===== src/verilog/ocl_hello_settings.svh =====
//----------------------------------------------------------------------
// Register block settings
// Bus widths, register map and readback constants
//----------------------------------------------------------------------

`ifndef OCL_HELLO_SETTINGS_SVH
`define OCL_HELLO_SETTINGS_SVH

// Host control bus widths
`define OCL_ADDR_W 32
`define OCL_DATA_W 32

// LED and DIP switch width
`define VLED_W 16

// Event counter and prescaler widths
`define CNT_W 16
`define TICK_W 8

//----------------------------------------------------------------------
// Register map
//----------------------------------------------------------------------
`define EXAMPLE_REG_ADDR 32'h0000_0500
`define VLED_REG_ADDR 32'h0000_0504

// Returned for any address outside the map
`define UNIMPL_REG_VALUE 32'hDEAD_DEAD

// Example register readback factor
`define EXAMPLE_MULT 5

`endif

===== src/verilog/ocl_hello_pkg.sv =====
//----------------------------------------------------------------------
// Register block types
// Bus channel bundles, register strobes, counter control and FSM states
//----------------------------------------------------------------------

`default_nettype none

`include "ocl_hello_settings.svh"

package ocl_hello_pkg;

  // Host to slave levels, all five channels
  typedef struct packed {
    logic                       awvalid;
    logic [`OCL_ADDR_W-1:0]     awaddr;
    logic                       wvalid;
    logic [`OCL_DATA_W-1:0]     wdata;
    logic [`OCL_DATA_W/8-1:0]   wstrb;
    logic                       bready;
    logic                       arvalid;
    logic [`OCL_ADDR_W-1:0]     araddr;
    logic                       rready;
  } axil_req_t;

  // Slave to host levels
  typedef struct packed {
    logic                       awready;
    logic                       wready;
    logic                       bvalid;
    logic [1:0]                 bresp;
    logic                       arready;
    logic                       rvalid;
    logic [`OCL_DATA_W-1:0]     rdata;
    logic [1:0]                 rresp;
  } axil_rsp_t;

  // Register write strobe with its target
  typedef struct packed {
    logic                       wr;
    logic [`OCL_ADDR_W-1:0]     addr;
    logic [`OCL_DATA_W-1:0]     data;
  } reg_wr_t;

  // Register read strobe, data comes back a cycle later
  typedef struct packed {
    logic                       rd;
    logic [`OCL_ADDR_W-1:0]     addr;
  } reg_rd_t;

  // Counter controls
  typedef struct packed {
    logic                       enable;
    logic                       load;
    logic                       clear;
    logic                       oneshot;
    logic [`TICK_W-1:0]         tick_value;
    logic [`CNT_W-1:0]          load_value;
    logic [`CNT_W-1:0]          watermark;
  } cnt_ctrl_t;

  // Counter status, all registered
  typedef struct packed {
    logic                       tick;
    logic                       ge_watermark;
    logic [`TICK_W-1:0]         tick_cnt;
    logic [`CNT_W-1:0]          cnt;
  } cnt_status_t;

  // Write channel FSM
  typedef enum logic {
    wr_idle,
    wr_active
  } wr_state_e;

  // Read channel FSM
  typedef enum logic [1:0] {
    rd_idle,
    rd_addr,
    rd_resp
  } rd_state_e;

endpackage

`default_nettype wire


===== src/verilog/ocl_hello_top.sv =====
//----------------------------------------------------------------------
// Register block top level
// Bus slave feeding the registers, counter alongside
//----------------------------------------------------------------------

`timescale 1ns/1ps
`default_nettype none

`include "ocl_hello_settings.svh"

module ocl_hello_top (
  input  logic                        clk_main_a0,
  input  logic                        rst_main_n_sync,
  input  ocl_hello_pkg::axil_req_t    bus_req,
  output ocl_hello_pkg::axil_rsp_t    bus_rsp,
  input  logic [`VLED_W-1:0]          vdip,
  output logic [`VLED_W-1:0]          vled,
  input  ocl_hello_pkg::cnt_ctrl_t    cnt_ctrl,
  output ocl_hello_pkg::cnt_status_t  cnt_status
);

  import ocl_hello_pkg::*;

  // Slave to register strobes and read return
  reg_wr_t                reg_wr;
  reg_rd_t                reg_rd;
  logic [`OCL_DATA_W-1:0] rd_data;

  ocl_bus_slave ocl_bus_slave_inst (
    .clk_main_a0     (clk_main_a0),
    .rst_main_n_sync (rst_main_n_sync),
    .bus_req         (bus_req),
    .bus_rsp         (bus_rsp),
    .reg_wr          (reg_wr),
    .reg_rd          (reg_rd),
    .rd_data         (rd_data)
  );

  hello_regs hello_regs_inst (
    .clk_main_a0     (clk_main_a0),
    .rst_main_n_sync (rst_main_n_sync),
    .reg_wr          (reg_wr),
    .reg_rd          (reg_rd),
    .rd_data         (rd_data),
    .vdip            (vdip),
    .vled            (vled)
  );

  // Counter has no bus access, ports only
  tick_counter tick_counter_inst (
    .clk_main_a0     (clk_main_a0),
    .rst_main_n_sync (rst_main_n_sync),
    .cnt_ctrl        (cnt_ctrl),
    .cnt_status      (cnt_status)
  );

endmodule

`default_nettype wire


===== src/verilog/tick_counter.sv =====
//----------------------------------------------------------------------
// Tick counter
// Prescaler plus 16-bit event counter with load, clear and one-shot
//----------------------------------------------------------------------

`timescale 1ns/1ps
`default_nettype none

`include "ocl_hello_settings.svh"

module tick_counter (
  input  logic                        clk_main_a0,
  input  logic                        rst_main_n_sync,
  input  ocl_hello_pkg::cnt_ctrl_t    cnt_ctrl,
  output ocl_hello_pkg::cnt_status_t  cnt_status
);

  import ocl_hello_pkg::*;

  cnt_ctrl_t          ctrl_q;
  logic [`TICK_W-1:0] tick_cnt;
  logic [`TICK_W-1:0] tick_next;
  logic [`CNT_W-1:0]  cnt;
  logic [`CNT_W-1:0]  cnt_next;
  logic               wrap;
  logic               tick;
  logic               ge_watermark;

  // Control inputs flopped once
  always_ff @(posedge clk_main_a0) begin
    if (!rst_main_n_sync) begin
      ctrl_q <= '0;
    end else begin
      ctrl_q <= cnt_ctrl;
    end
  end

  //--------------------------------------------------------------------
  // Next state
  //--------------------------------------------------------------------
  // Prescaler at or past its limit
  assign wrap = (tick_cnt >= ctrl_q.tick_value);

  always_comb begin
    // Prescaler ignores load
    if (ctrl_q.clear) begin
      tick_next = '0;
    end else if (!ctrl_q.enable) begin
      tick_next = tick_cnt;
    end else if (wrap) begin
      tick_next = '0;
    end else begin
      tick_next = tick_cnt + 1'b1;
    end

    // Clear, load, hold, then step
    if (ctrl_q.clear) begin
      cnt_next = '0;
    end else if (ctrl_q.load) begin
      cnt_next = ctrl_q.load_value;
    end else if (!ctrl_q.enable || !wrap) begin
      cnt_next = cnt;
    end else if (ctrl_q.oneshot && (cnt == '1)) begin
      // Sticks at all ones
      cnt_next = cnt;
    end else begin
      cnt_next = cnt + 1'b1;
    end
  end

  always_ff @(posedge clk_main_a0) begin
    if (!rst_main_n_sync) begin
      tick_cnt     <= '0;
      cnt          <= '0;
      tick         <= 1'b0;
      ge_watermark <= 1'b0;
    end else begin
      tick_cnt     <= tick_next;
      cnt          <= cnt_next;
      // Flags from the new values
      tick         <= (tick_next >= ctrl_q.tick_value);
      ge_watermark <= (cnt_next >= ctrl_q.watermark);
    end
  end

  assign cnt_status = '{tick: tick, ge_watermark: ge_watermark,
                        tick_cnt: tick_cnt, cnt: cnt};

  // One-shot count must not roll over on its own
  a_oneshot_no_wrap: assert property (
    @(posedge clk_main_a0) disable iff (!rst_main_n_sync)
      ctrl_q.oneshot && (cnt == '1) && !ctrl_q.clear && !ctrl_q.load |=> cnt != '0)
    else $error("One-shot counter wrapped to zero");

endmodule

`default_nettype wire


===== src/verilog/hello_regs.sv =====
//----------------------------------------------------------------------
// Example and virtual LED registers
// Multiplied readback, LED shadow masked by synchronized DIP switches
//----------------------------------------------------------------------

`timescale 1ns/1ps
`default_nettype none

`include "ocl_hello_settings.svh"

module hello_regs (
  input  logic                    clk_main_a0,
  input  logic                    rst_main_n_sync,
  input  ocl_hello_pkg::reg_wr_t  reg_wr,
  input  ocl_hello_pkg::reg_rd_t  reg_rd,
  output logic [`OCL_DATA_W-1:0]  rd_data,
  input  logic [`VLED_W-1:0]      vdip,
  output logic [`VLED_W-1:0]      vled
);

  logic [`OCL_DATA_W-1:0] example_q;
  logic [`OCL_DATA_W-1:0] example_mult;
  logic [`VLED_W-1:0]     vled_shadow;
  logic [`VLED_W-1:0]     vdip_q1;
  logic [`VLED_W-1:0]     vdip_q2;

  //--------------------------------------------------------------------
  // Example register
  //--------------------------------------------------------------------
  // Full word write, strobes ignored
  always_ff @(posedge clk_main_a0) begin
    if (!rst_main_n_sync) begin
      example_q <= '0;
    end else if (reg_wr.wr && (reg_wr.addr == `EXAMPLE_REG_ADDR)) begin
      example_q <= reg_wr.data;
    end
  end

  // Readback is the low half times the factor
  assign example_mult = {{(`OCL_DATA_W-`VLED_W){1'b0}}, example_q[`VLED_W-1:0]}
                        * `OCL_DATA_W'(`EXAMPLE_MULT);

  //--------------------------------------------------------------------
  // Virtual LEDs
  //--------------------------------------------------------------------
  always_ff @(posedge clk_main_a0) begin
    if (!rst_main_n_sync) begin
      vled_shadow <= '0;
      vdip_q1     <= '0;
      vdip_q2     <= '0;
      vled        <= '0;
    end else begin
      // Shadow trails the example register by one cycle
      vled_shadow <= example_q[`VLED_W-1:0];
      // Two stage DIP synchronizer
      vdip_q1     <= vdip;
      vdip_q2     <= vdip_q1;
      // Switch off LEDs whose DIP is clear
      vled        <= vled_shadow & vdip_q2;
    end
  end

  //--------------------------------------------------------------------
  // Read mux
  //--------------------------------------------------------------------
  // Loads only on a strobe, so data holds while the bus stalls
  always_ff @(posedge clk_main_a0) begin
    if (reg_rd.rd) begin
      case (reg_rd.addr)
        `EXAMPLE_REG_ADDR: rd_data <= example_mult;
        `VLED_REG_ADDR:    rd_data <= {{(`OCL_DATA_W-`VLED_W){1'b0}}, vled_shadow};
        default:           rd_data <= `UNIMPL_REG_VALUE;
      endcase
    end
  end

  // LED never lit where the DIP was off, through both sync stages
  a_vled_masked: assert property (
    @(posedge clk_main_a0) disable iff (!rst_main_n_sync)
      (vled & ~$past(vdip, 3)) == '0)
    else $error("LED set with its DIP switch clear");

endmodule

`default_nettype wire


===== src/verilog/ocl_bus_slave.sv =====
//----------------------------------------------------------------------
// Single-beat AXI-Lite slave
// Turns write and read transfers into register strobes
//----------------------------------------------------------------------

`timescale 1ns/1ps
`default_nettype none

`include "ocl_hello_settings.svh"

module ocl_bus_slave (
  input  logic                      clk_main_a0,
  input  logic                      rst_main_n_sync,
  input  ocl_hello_pkg::axil_req_t  bus_req,
  output ocl_hello_pkg::axil_rsp_t  bus_rsp,
  output ocl_hello_pkg::reg_wr_t    reg_wr,
  output ocl_hello_pkg::reg_rd_t    reg_rd,
  input  logic [`OCL_DATA_W-1:0]    rd_data
);

  import ocl_hello_pkg::*;

  wr_state_e              wr_state;
  logic [`OCL_ADDR_W-1:0] aw_addr_q;
  logic                   bvalid;
  logic                   wr_hs;

  rd_state_e              rd_state;
  logic [`OCL_ADDR_W-1:0] ar_addr_q;
  logic                   rvalid;

  //--------------------------------------------------------------------
  // Write channel
  //--------------------------------------------------------------------
  // Data accepted once per address, blocked while the response waits
  assign wr_hs = (wr_state == wr_active) && !bvalid && bus_req.wvalid;

  always_ff @(posedge clk_main_a0) begin
    if (!rst_main_n_sync) begin
      wr_state <= wr_idle;
      bvalid   <= 1'b0;
    end else begin
      case (wr_state)
        wr_idle: begin
          if (bus_req.awvalid) begin
            wr_state <= wr_active;
          end
        end
        wr_active: begin
          // Back to idle only after the response is taken
          if (bvalid && bus_req.bready) begin
            wr_state <= wr_idle;
          end
        end
      endcase
      if (bvalid && bus_req.bready) begin
        bvalid <= 1'b0;
      end else if (wr_hs) begin
        bvalid <= 1'b1;
      end
    end
  end

  // Address capture on the AW handshake
  always_ff @(posedge clk_main_a0) begin
    if ((wr_state == wr_idle) && bus_req.awvalid) begin
      aw_addr_q <= bus_req.awaddr;
    end
  end

  //--------------------------------------------------------------------
  // Read channel
  //--------------------------------------------------------------------
  // Fixed latency: handshake, strobe, response
  always_ff @(posedge clk_main_a0) begin
    if (!rst_main_n_sync) begin
      rd_state <= rd_idle;
    end else begin
      case (rd_state)
        rd_idle: begin
          if (bus_req.arvalid) begin
            rd_state <= rd_addr;
          end
        end
        rd_addr: begin
          rd_state <= rd_resp;
        end
        rd_resp: begin
          if (bus_req.rready) begin
            rd_state <= rd_idle;
          end
        end
        default: begin
          rd_state <= rd_idle;
        end
      endcase
    end
  end

  always_ff @(posedge clk_main_a0) begin
    if ((rd_state == rd_idle) && bus_req.arvalid) begin
      ar_addr_q <= bus_req.araddr;
    end
  end

  assign rvalid = (rd_state == rd_resp);

  // Register side strobes
  assign reg_wr = '{wr: wr_hs, addr: aw_addr_q, data: bus_req.wdata};
  assign reg_rd = '{rd: (rd_state == rd_addr), addr: ar_addr_q};

  // Responses always OKAY, rdata zero outside a valid beat
  always_comb begin
    bus_rsp         = '0;
    bus_rsp.awready = (wr_state == wr_idle);
    bus_rsp.wready  = wr_hs;
    bus_rsp.bvalid  = bvalid;
    bus_rsp.bresp   = 2'b00;
    bus_rsp.arready = (rd_state == rd_idle);
    bus_rsp.rvalid  = rvalid;
    bus_rsp.rdata   = rvalid ? rd_data : '0;
    bus_rsp.rresp   = 2'b00;
  end

  //--------------------------------------------------------------------
  // Protocol checks
  //--------------------------------------------------------------------
  property p_valid_hold(logic vld, logic rdy);
    @(posedge clk_main_a0) disable iff (!rst_main_n_sync)
      vld && !rdy |=> vld;
  endproperty

  a_bvalid_hold: assert property (p_valid_hold(bus_rsp.bvalid, bus_req.bready))
    else $error("bvalid dropped before bready");
  a_rvalid_hold: assert property (p_valid_hold(bus_rsp.rvalid, bus_req.rready))
    else $error("rvalid dropped before rready");

  // Register side must hold its read data while the host stalls
  a_rdata_stable: assert property (
    @(posedge clk_main_a0) disable iff (!rst_main_n_sync)
      bus_rsp.rvalid && !bus_req.rready |=> $stable(bus_rsp.rdata))
    else $error("rdata changed while rvalid waited");

endmodule

`default_nettype wire


===== config.mk =====
export PLATFORM = sky130hd
export DESIGN_NAME = ocl_hello_top
export DESIGN_NICKNAME = d
export VERILOG_FILES = /design/src/verilog/ocl_hello_pkg.sv /design/src/verilog/ocl_hello_top.sv /design/src/verilog/tick_counter.sv /design/src/verilog/hello_regs.sv /design/src/verilog/ocl_bus_slave.sv
export VERILOG_INCLUDE_DIRS = /design/src /design/src/verilog
export SDC_FILE = /design/constraint.sdc
export NUM_CORES = 1
export LEC_CHECK = 0
export ABC_AREA = 1
export CAP_MARGIN = 10
export CELL_PAD_IN_SITES_DETAIL_PLACEMENT = 0
export CELL_PAD_IN_SITES_GLOBAL_PLACEMENT = 1
export CORE_ASPECT_RATIO = 1.5
export CORE_MARGIN = 2
export CORE_UTILIZATION = 26
export DETAILED_ROUTE_END_ITERATION = 6
export DONT_BUFFER_PORTS = 1
export PLACE_DENSITY = 0.6
export SETUP_SLACK_MARGIN = 0.02
export SLEW_MARGIN = 20
export SYNTH_ARGS = -nofsm -noshare
export SYNTH_HDL_FRONTEND = slang
export SYNTH_HIERARCHICAL = 1
export SYNTH_SLANG_ARGS = --single-unit

===== constraint.sdc =====
create_clock -name clk_main_a0 -period 6.7 [get_ports clk_main_a0]
set_input_delay 1.34 -clock clk_main_a0 [delete_from_list [all_inputs] [get_ports clk_main_a0]]
set_output_delay 1.34 -clock clk_main_a0 [all_outputs]
set_load 0.03 [all_outputs]

* Word-level counts from Yosys, hierarchy flattened
Index checks and enable logic that the tools add are counted.
** Cells by class
- $add $sub $neg :: 2
- $mul :: 1
- Magnitude comparators :: 3
- Equality and inequality tests :: 8
- Muxes and demuxes :: 15
- Bitwise operators :: 3
- Reduce and logical (&&, ||, !) cells :: 14
** Operator list (count)
- 32-bit by 11-bit equality test with 1-bit output (second input constant) :: 3
- 16-bit two-way mux :: 4
- 32-bit one-hot mux with 2 select lines :: 1
- 32-bit two-way mux :: 1
- 8-bit two-way mux :: 3
- 16-bit by 3-bit multiplier with 19-bit output (second input constant) :: 1
- 16-bit by 1-bit adder with 16-bit output (second input constant) :: 1
- 16-bit AND :: 1
- 16-bit equality test (second input constant) :: 1
- 16-bit greater-or-equal comparator :: 1
- 8-bit greater-or-equal comparator :: 2
- 8-bit by 1-bit adder with 8-bit output (second input constant) :: 1
- 1-bit logical AND :: 7
- 2-bit one-hot mux with 3 select lines :: 1
- 2-bit two-way mux :: 2
- 2-bit inequality test (second input constant) :: 2
- 1-bit logical NOT :: 3
- 2-bit by 1-bit equality test with 1-bit output (second input constant) :: 1
- 2-bit equality test (second input constant) :: 1
- 2-bit logical NOT :: 1
- 1-bit two-way mux :: 2
- 1-bit NOT :: 2
- 1-bit one-hot mux with 2 select lines :: 1
- 2-bit AND reduction :: 1
- 2 further kinds :: 2
** Storage, ports and cells
- Register bits after elaboration :: 250
- Input bits :: 167
- Output and inout port bits :: 83
- Word-level logic and storage cells :: 68

* Longest topological paths before layout
- Depth after elaboration :: 7
- Gate-level depth with buffers :: 25
- Gate-level depth less buffers :: 24

* Hierarchy
Netlist, hierarchy kept.
** By module, submodules not included
- hello_regs :: times used 1, cells an instance 671, area an instance 4875.9 sq um, sequential area each 2202.1 sq um
- tick_counter :: times used 1, cells an instance 569, area an instance 3886.2 sq um, sequential area each 1401.3 sq um
- ocl_bus_slave :: times used 1, cells an instance 202, area an instance 2762.6 sq um, sequential area each 2001.9 sq um

* Worst setup path before layout
Ideal clock, no wire load.
- Kind :: input-to-reg
- Start point :: in bus_req[33] (netlist name)
- End point :: reg ocl_bus_slave_inst.ar_addr_q[0], enable pin
- Library setup time :: 0.421 ns
- Arrival time :: 2.740 ns
- Data required time :: 6.279 ns
- Path slack :: 3.539 ns
- Cell stages on the path :: 2
- Buffers on the path :: 0
- Cell sequence :: inv_1 nor2_1
** On the way
- Word-level cells in the longest chain between the ends :: 1
** RTL lines
- start, declared :: RTL line ocl_hello_top.sv:14 : input ocl_hello_pkg::axil_req_t bus_req,
- 1-bit logical AND :: RTL line ocl_bus_slave.sv:101 : if ((rd_state == rd_idle) && bus_req.arvalid) begin
- end signal, assigned :: RTL line ocl_bus_slave.sv:102 : ar_addr_q <= bus_req.araddr;
- end, declared :: RTL line ocl_bus_slave.sv:29 : logic [`OCL_ADDR_W-1:0] ar_addr_q;
No other way between the ends.
A chain may end at the register's enable or synchronous reset.

* Worst setup path after layout
- Start point :: reg tick_counter_inst.tick_cnt[5]
- End point :: reg tick_counter_inst.ge_watermark
** On the way
- Word-level cells in the longest chain between the ends :: 7
** RTL lines
- start, declared :: RTL line tick_counter.sv:21 : logic [`TICK_W-1:0] tick_cnt;
- start signal, assigned :: RTL line tick_counter.sv:78 : tick_cnt <= tick_next;
- 8-bit greater-or-equal comparator :: RTL line tick_counter.sv:42 : assign wrap = (tick_cnt >= ctrl_q.tick_value);
- 1-bit logical NOT :: RTL line tick_counter.sv:61 : end else if (!ctrl_q.enable || !wrap) begin
- 1-bit logical OR :: RTL line tick_counter.sv:61
- 16-bit two-way mux :: RTL line tick_counter.sv:61
- 16-bit two-way mux :: RTL line tick_counter.sv:59 : end else if (ctrl_q.load) begin
- 16-bit two-way mux :: RTL line tick_counter.sv:57 : if (ctrl_q.clear) begin
- named net tick_counter_inst.cnt_next[14] :: RTL line tick_counter.sv:24 : logic [`CNT_W-1:0] cnt_next;
- 16-bit greater-or-equal comparator :: RTL line tick_counter.sv:82 : ge_watermark <= (cnt_next >= ctrl_q.watermark);
- end signal, assigned :: RTL line tick_counter.sv:82
- end, declared :: RTL line tick_counter.sv:27 : logic ge_watermark;
The timed path passes the listed nets, and every way through them passes these cells.

==> run_results.csv <==
group,metric,value,unit
floorplanning,core-area,43600,um^2
grt,gr-total-overflow,0,
cells_and_area,final_cell_mix,"351 x nand2_1, 285 x inv_1, 165 x nor2_1",
detailed_routing,wl_per_cell,14.6,um
grt,met2_usage,25.1,%
cells_and_area,areaGrowthSynthToFinish,10.6,%
sta,period_share,53.1,%
cells_and_area,fill_cells,4724,
pwr,power_frac_seq,48.3,%
grt,grt_pass1_vias,8096,
floorplanning,pin_count,250,
setup_path,cpLargestDelayFamily,"simple AND/OR/NAND/NOR gates",
pwr,power_switching,800,uW
sta,rsz0062_at_grt,"no",
sta,final_hold_viol_count,0,
cells_and_area,layout_commonest_cell,"nand2_1",
placed_design,place_congestion,0.839,
pwr,p_int,2540,uW
sta,fin_skew,0.0170,ns
grt,antenna_found_initial,0,
grt,grt.met1_usage,11.9,%
floorplanning,die_h,261,um
clock_tree,cts_tree,"done",
floorplanning,fp.dieArea,45600,um^2
setup_path,arrival,4.06,ns
sta,tightest_slew,1.00,ns
cells_and_area,instances_no_fill,1986,
setup_path,worstPathCellList,"ha_1 -> a21oi_1 -> nor2_1 -> nor2_2 -> nand3_4 -> nand2_2 -> nand2_1 -> nand2_1 -> nand2_1 -> nand2_1 -> inv_1 -> ha_1 -> nand2_1 -> inv_1 -> nand3_1 -> nor3_1 -> nand3_1 -> nand3_1 -> nand2_1 -> inv_1",
detailed_routing,drtAntennaViolNets,0,
logic_synthesis,syn_area_per_cell,8.00,um^2
grt,grtUsageTotal,12.6,%
pwr,vdd_drop_max,212,uV
sta,fin_crit,3.55,ns
cells_and_area,diodes,0,
worst_hold_path,hp-class,"register to register",
detailed_routing,drt_iter0_markers,223,
detailed_routing,drt_pass1_iterations,4,
floorplanning,initial_utilization,26.1,%
clock_tree,h-tree-depth,1,
floorplanning,die_w,175,um
sta,fmaxAchievable,281,MHz
clock_tree,cts.root.buffer_cell,"clkbuf_16",
placed_design,placed_cell_area,11700,um^2
floorplanning,row_count,94,
clock_tree,holdBufCountCts,0,
grt,globalRouteMet3Util,4.12,%
clock_tree,cts_max_path_buffers,3,
clock_tree,cts_resized,0,
cells_and_area,drive_gt1_share,7.87,%
pwr,switching_share,24.0,%
placed_design,hpwlAfterDp,23.0,mm
clock_tree,cts_buffers,26,
pwr,leakagePower,0.00627,uW
setup_path,crit_required,7.20,ns
logic_synthesis,synthesis.area,11400,um^2
clock_tree,path_clk_slew,0.07,ns
logic_synthesis,yosys_warnings,6,
sta,slew_headroom,32.9,%
grt,top_usage_layer,"met2",
sta,fin_ws,3.15,ns
pwr,powerDensity,265,nW/um^2
pwr,pwr-share-comb,6.3,%
logic_synthesis,synthCells,1426,
setup_path,path_class,"register to register",
setup_path,setup.worst_path.start_class,"register",
sta,finalSetupViolCount,0,
clock_tree,clk_latency,0.56,ns
clock_tree,clock-sinks,238,
setup_path,path_buf_inv,3,
sta,timing.setup.tns,0,ns
clock_tree,post_cts_buffers,0,
setup_path,cpPeakStageDelay,0.61,ns
run,max_cap_violations,0,
cells_and_area,final_area,12600,um^2
grt,grt_pass1_wl,44.4,mm
detailed_routing,routed_wl,29.1,mm
grt,grt_max_degree,115,
sta,finalMaxSlewViolations,0,
setup_path,crit_fanout,19,
pwr,fin_total_pwr,3340,uW
placed_design,port_buffers,0,
setup_path,cpMostUsedCell,"nand2_1",
placed_design,place_ws,3.01,ns
placed_design,dp_cells,1939,
cells_and_area,num-nets-final,1621,
status,outcome,"finished, final reports clean",
detailed_routing,vias_per_cell,4.07,
detailed_routing,num_vias,8086,
pwr,clkPwrFrac,45.4,%
setup_path,critPathSlowestCell,"dfxtp_1",
setup_path,critPathCaptureType,"register",
detailed_routing,drc,0,
-- worst register-to-register path, delay by kind of cell, from the launching register on --
family / cells / cell delay (ns)
DFF: 1 / 0.61
AOI/OAI and AO/OA: 1 / 0.15
buffers and inverters: 3 / 0.14
adders and majority gates: 2 / 0.59
and+or+nand+nor: 14 / 2.00
-- layout make-up --
type	instances	area [um^2]	share of cell area, %
Sequential cell	238	5610	44.5
Clock inverter	15	201	1.60
Tap cell	576	721	5.72
Multi-Input combinational cell	833	4270	33.9
Clock buffer	32	713	5.66
Inverter	292	1100	8.69
-- registers in the layout, summed over array words and instances (netlist names), 20 cells and up --
signal	count
hello_regs_inst/rd_data	20
ocl_bus_slave_inst/aw_addr_q	32
tick_counter_inst/ctrl_q	44
ocl_bus_slave_inst/ar_addr_q	32
-- stage by stage --
step,hold WS [ns],util (%)
CTS,0.409,28.9
detailed placement,0.398,26.8
floorplan,0.390,-
global placement,0.393,26.8
global route,0.421,28.9
finish,0.408,28.9
-- per-layer routing --
metal,up-vias,routed length [um]
met5,-,0
met4,0,729
met3,43,2240
met2,210,15900
met1,3592,10200
li1,4241,-
-- power by group through the flow --
stage	combinational (uW)	clock (uW)	sequential (uW)
after CTS	215	1580	1620
after detailed placement	214	0	1650
after global placement	212	0	1650
after global routing	245	1630	1620
after floorplan	199	0	1630
final	209	1520	1610
-- path summary, 6_finish.rpt --
| path | start | endpoint | slack [ns] | cells after the start |
|---|---|---|---|---|
| worst min register to register | hello_regs_inst/vdip_q1[7] | hello_regs_inst/vdip_q2[7] | 0.41 | 2 |
| worst min-delay path | hello_regs_inst/vdip_q1[7] | hello_regs_inst/vdip_q2[7] | 0.41 | 2 |
| worst max-delay path | tick_counter_inst/tick_cnt[5] | tick_counter_inst/ge_watermark | 3.15 | 20 |
| worst max register to register | tick_counter_inst/tick_cnt[5] | tick_counter_inst/ge_watermark | 3.15 | 20 |
(Power assumes the default switching activity.)
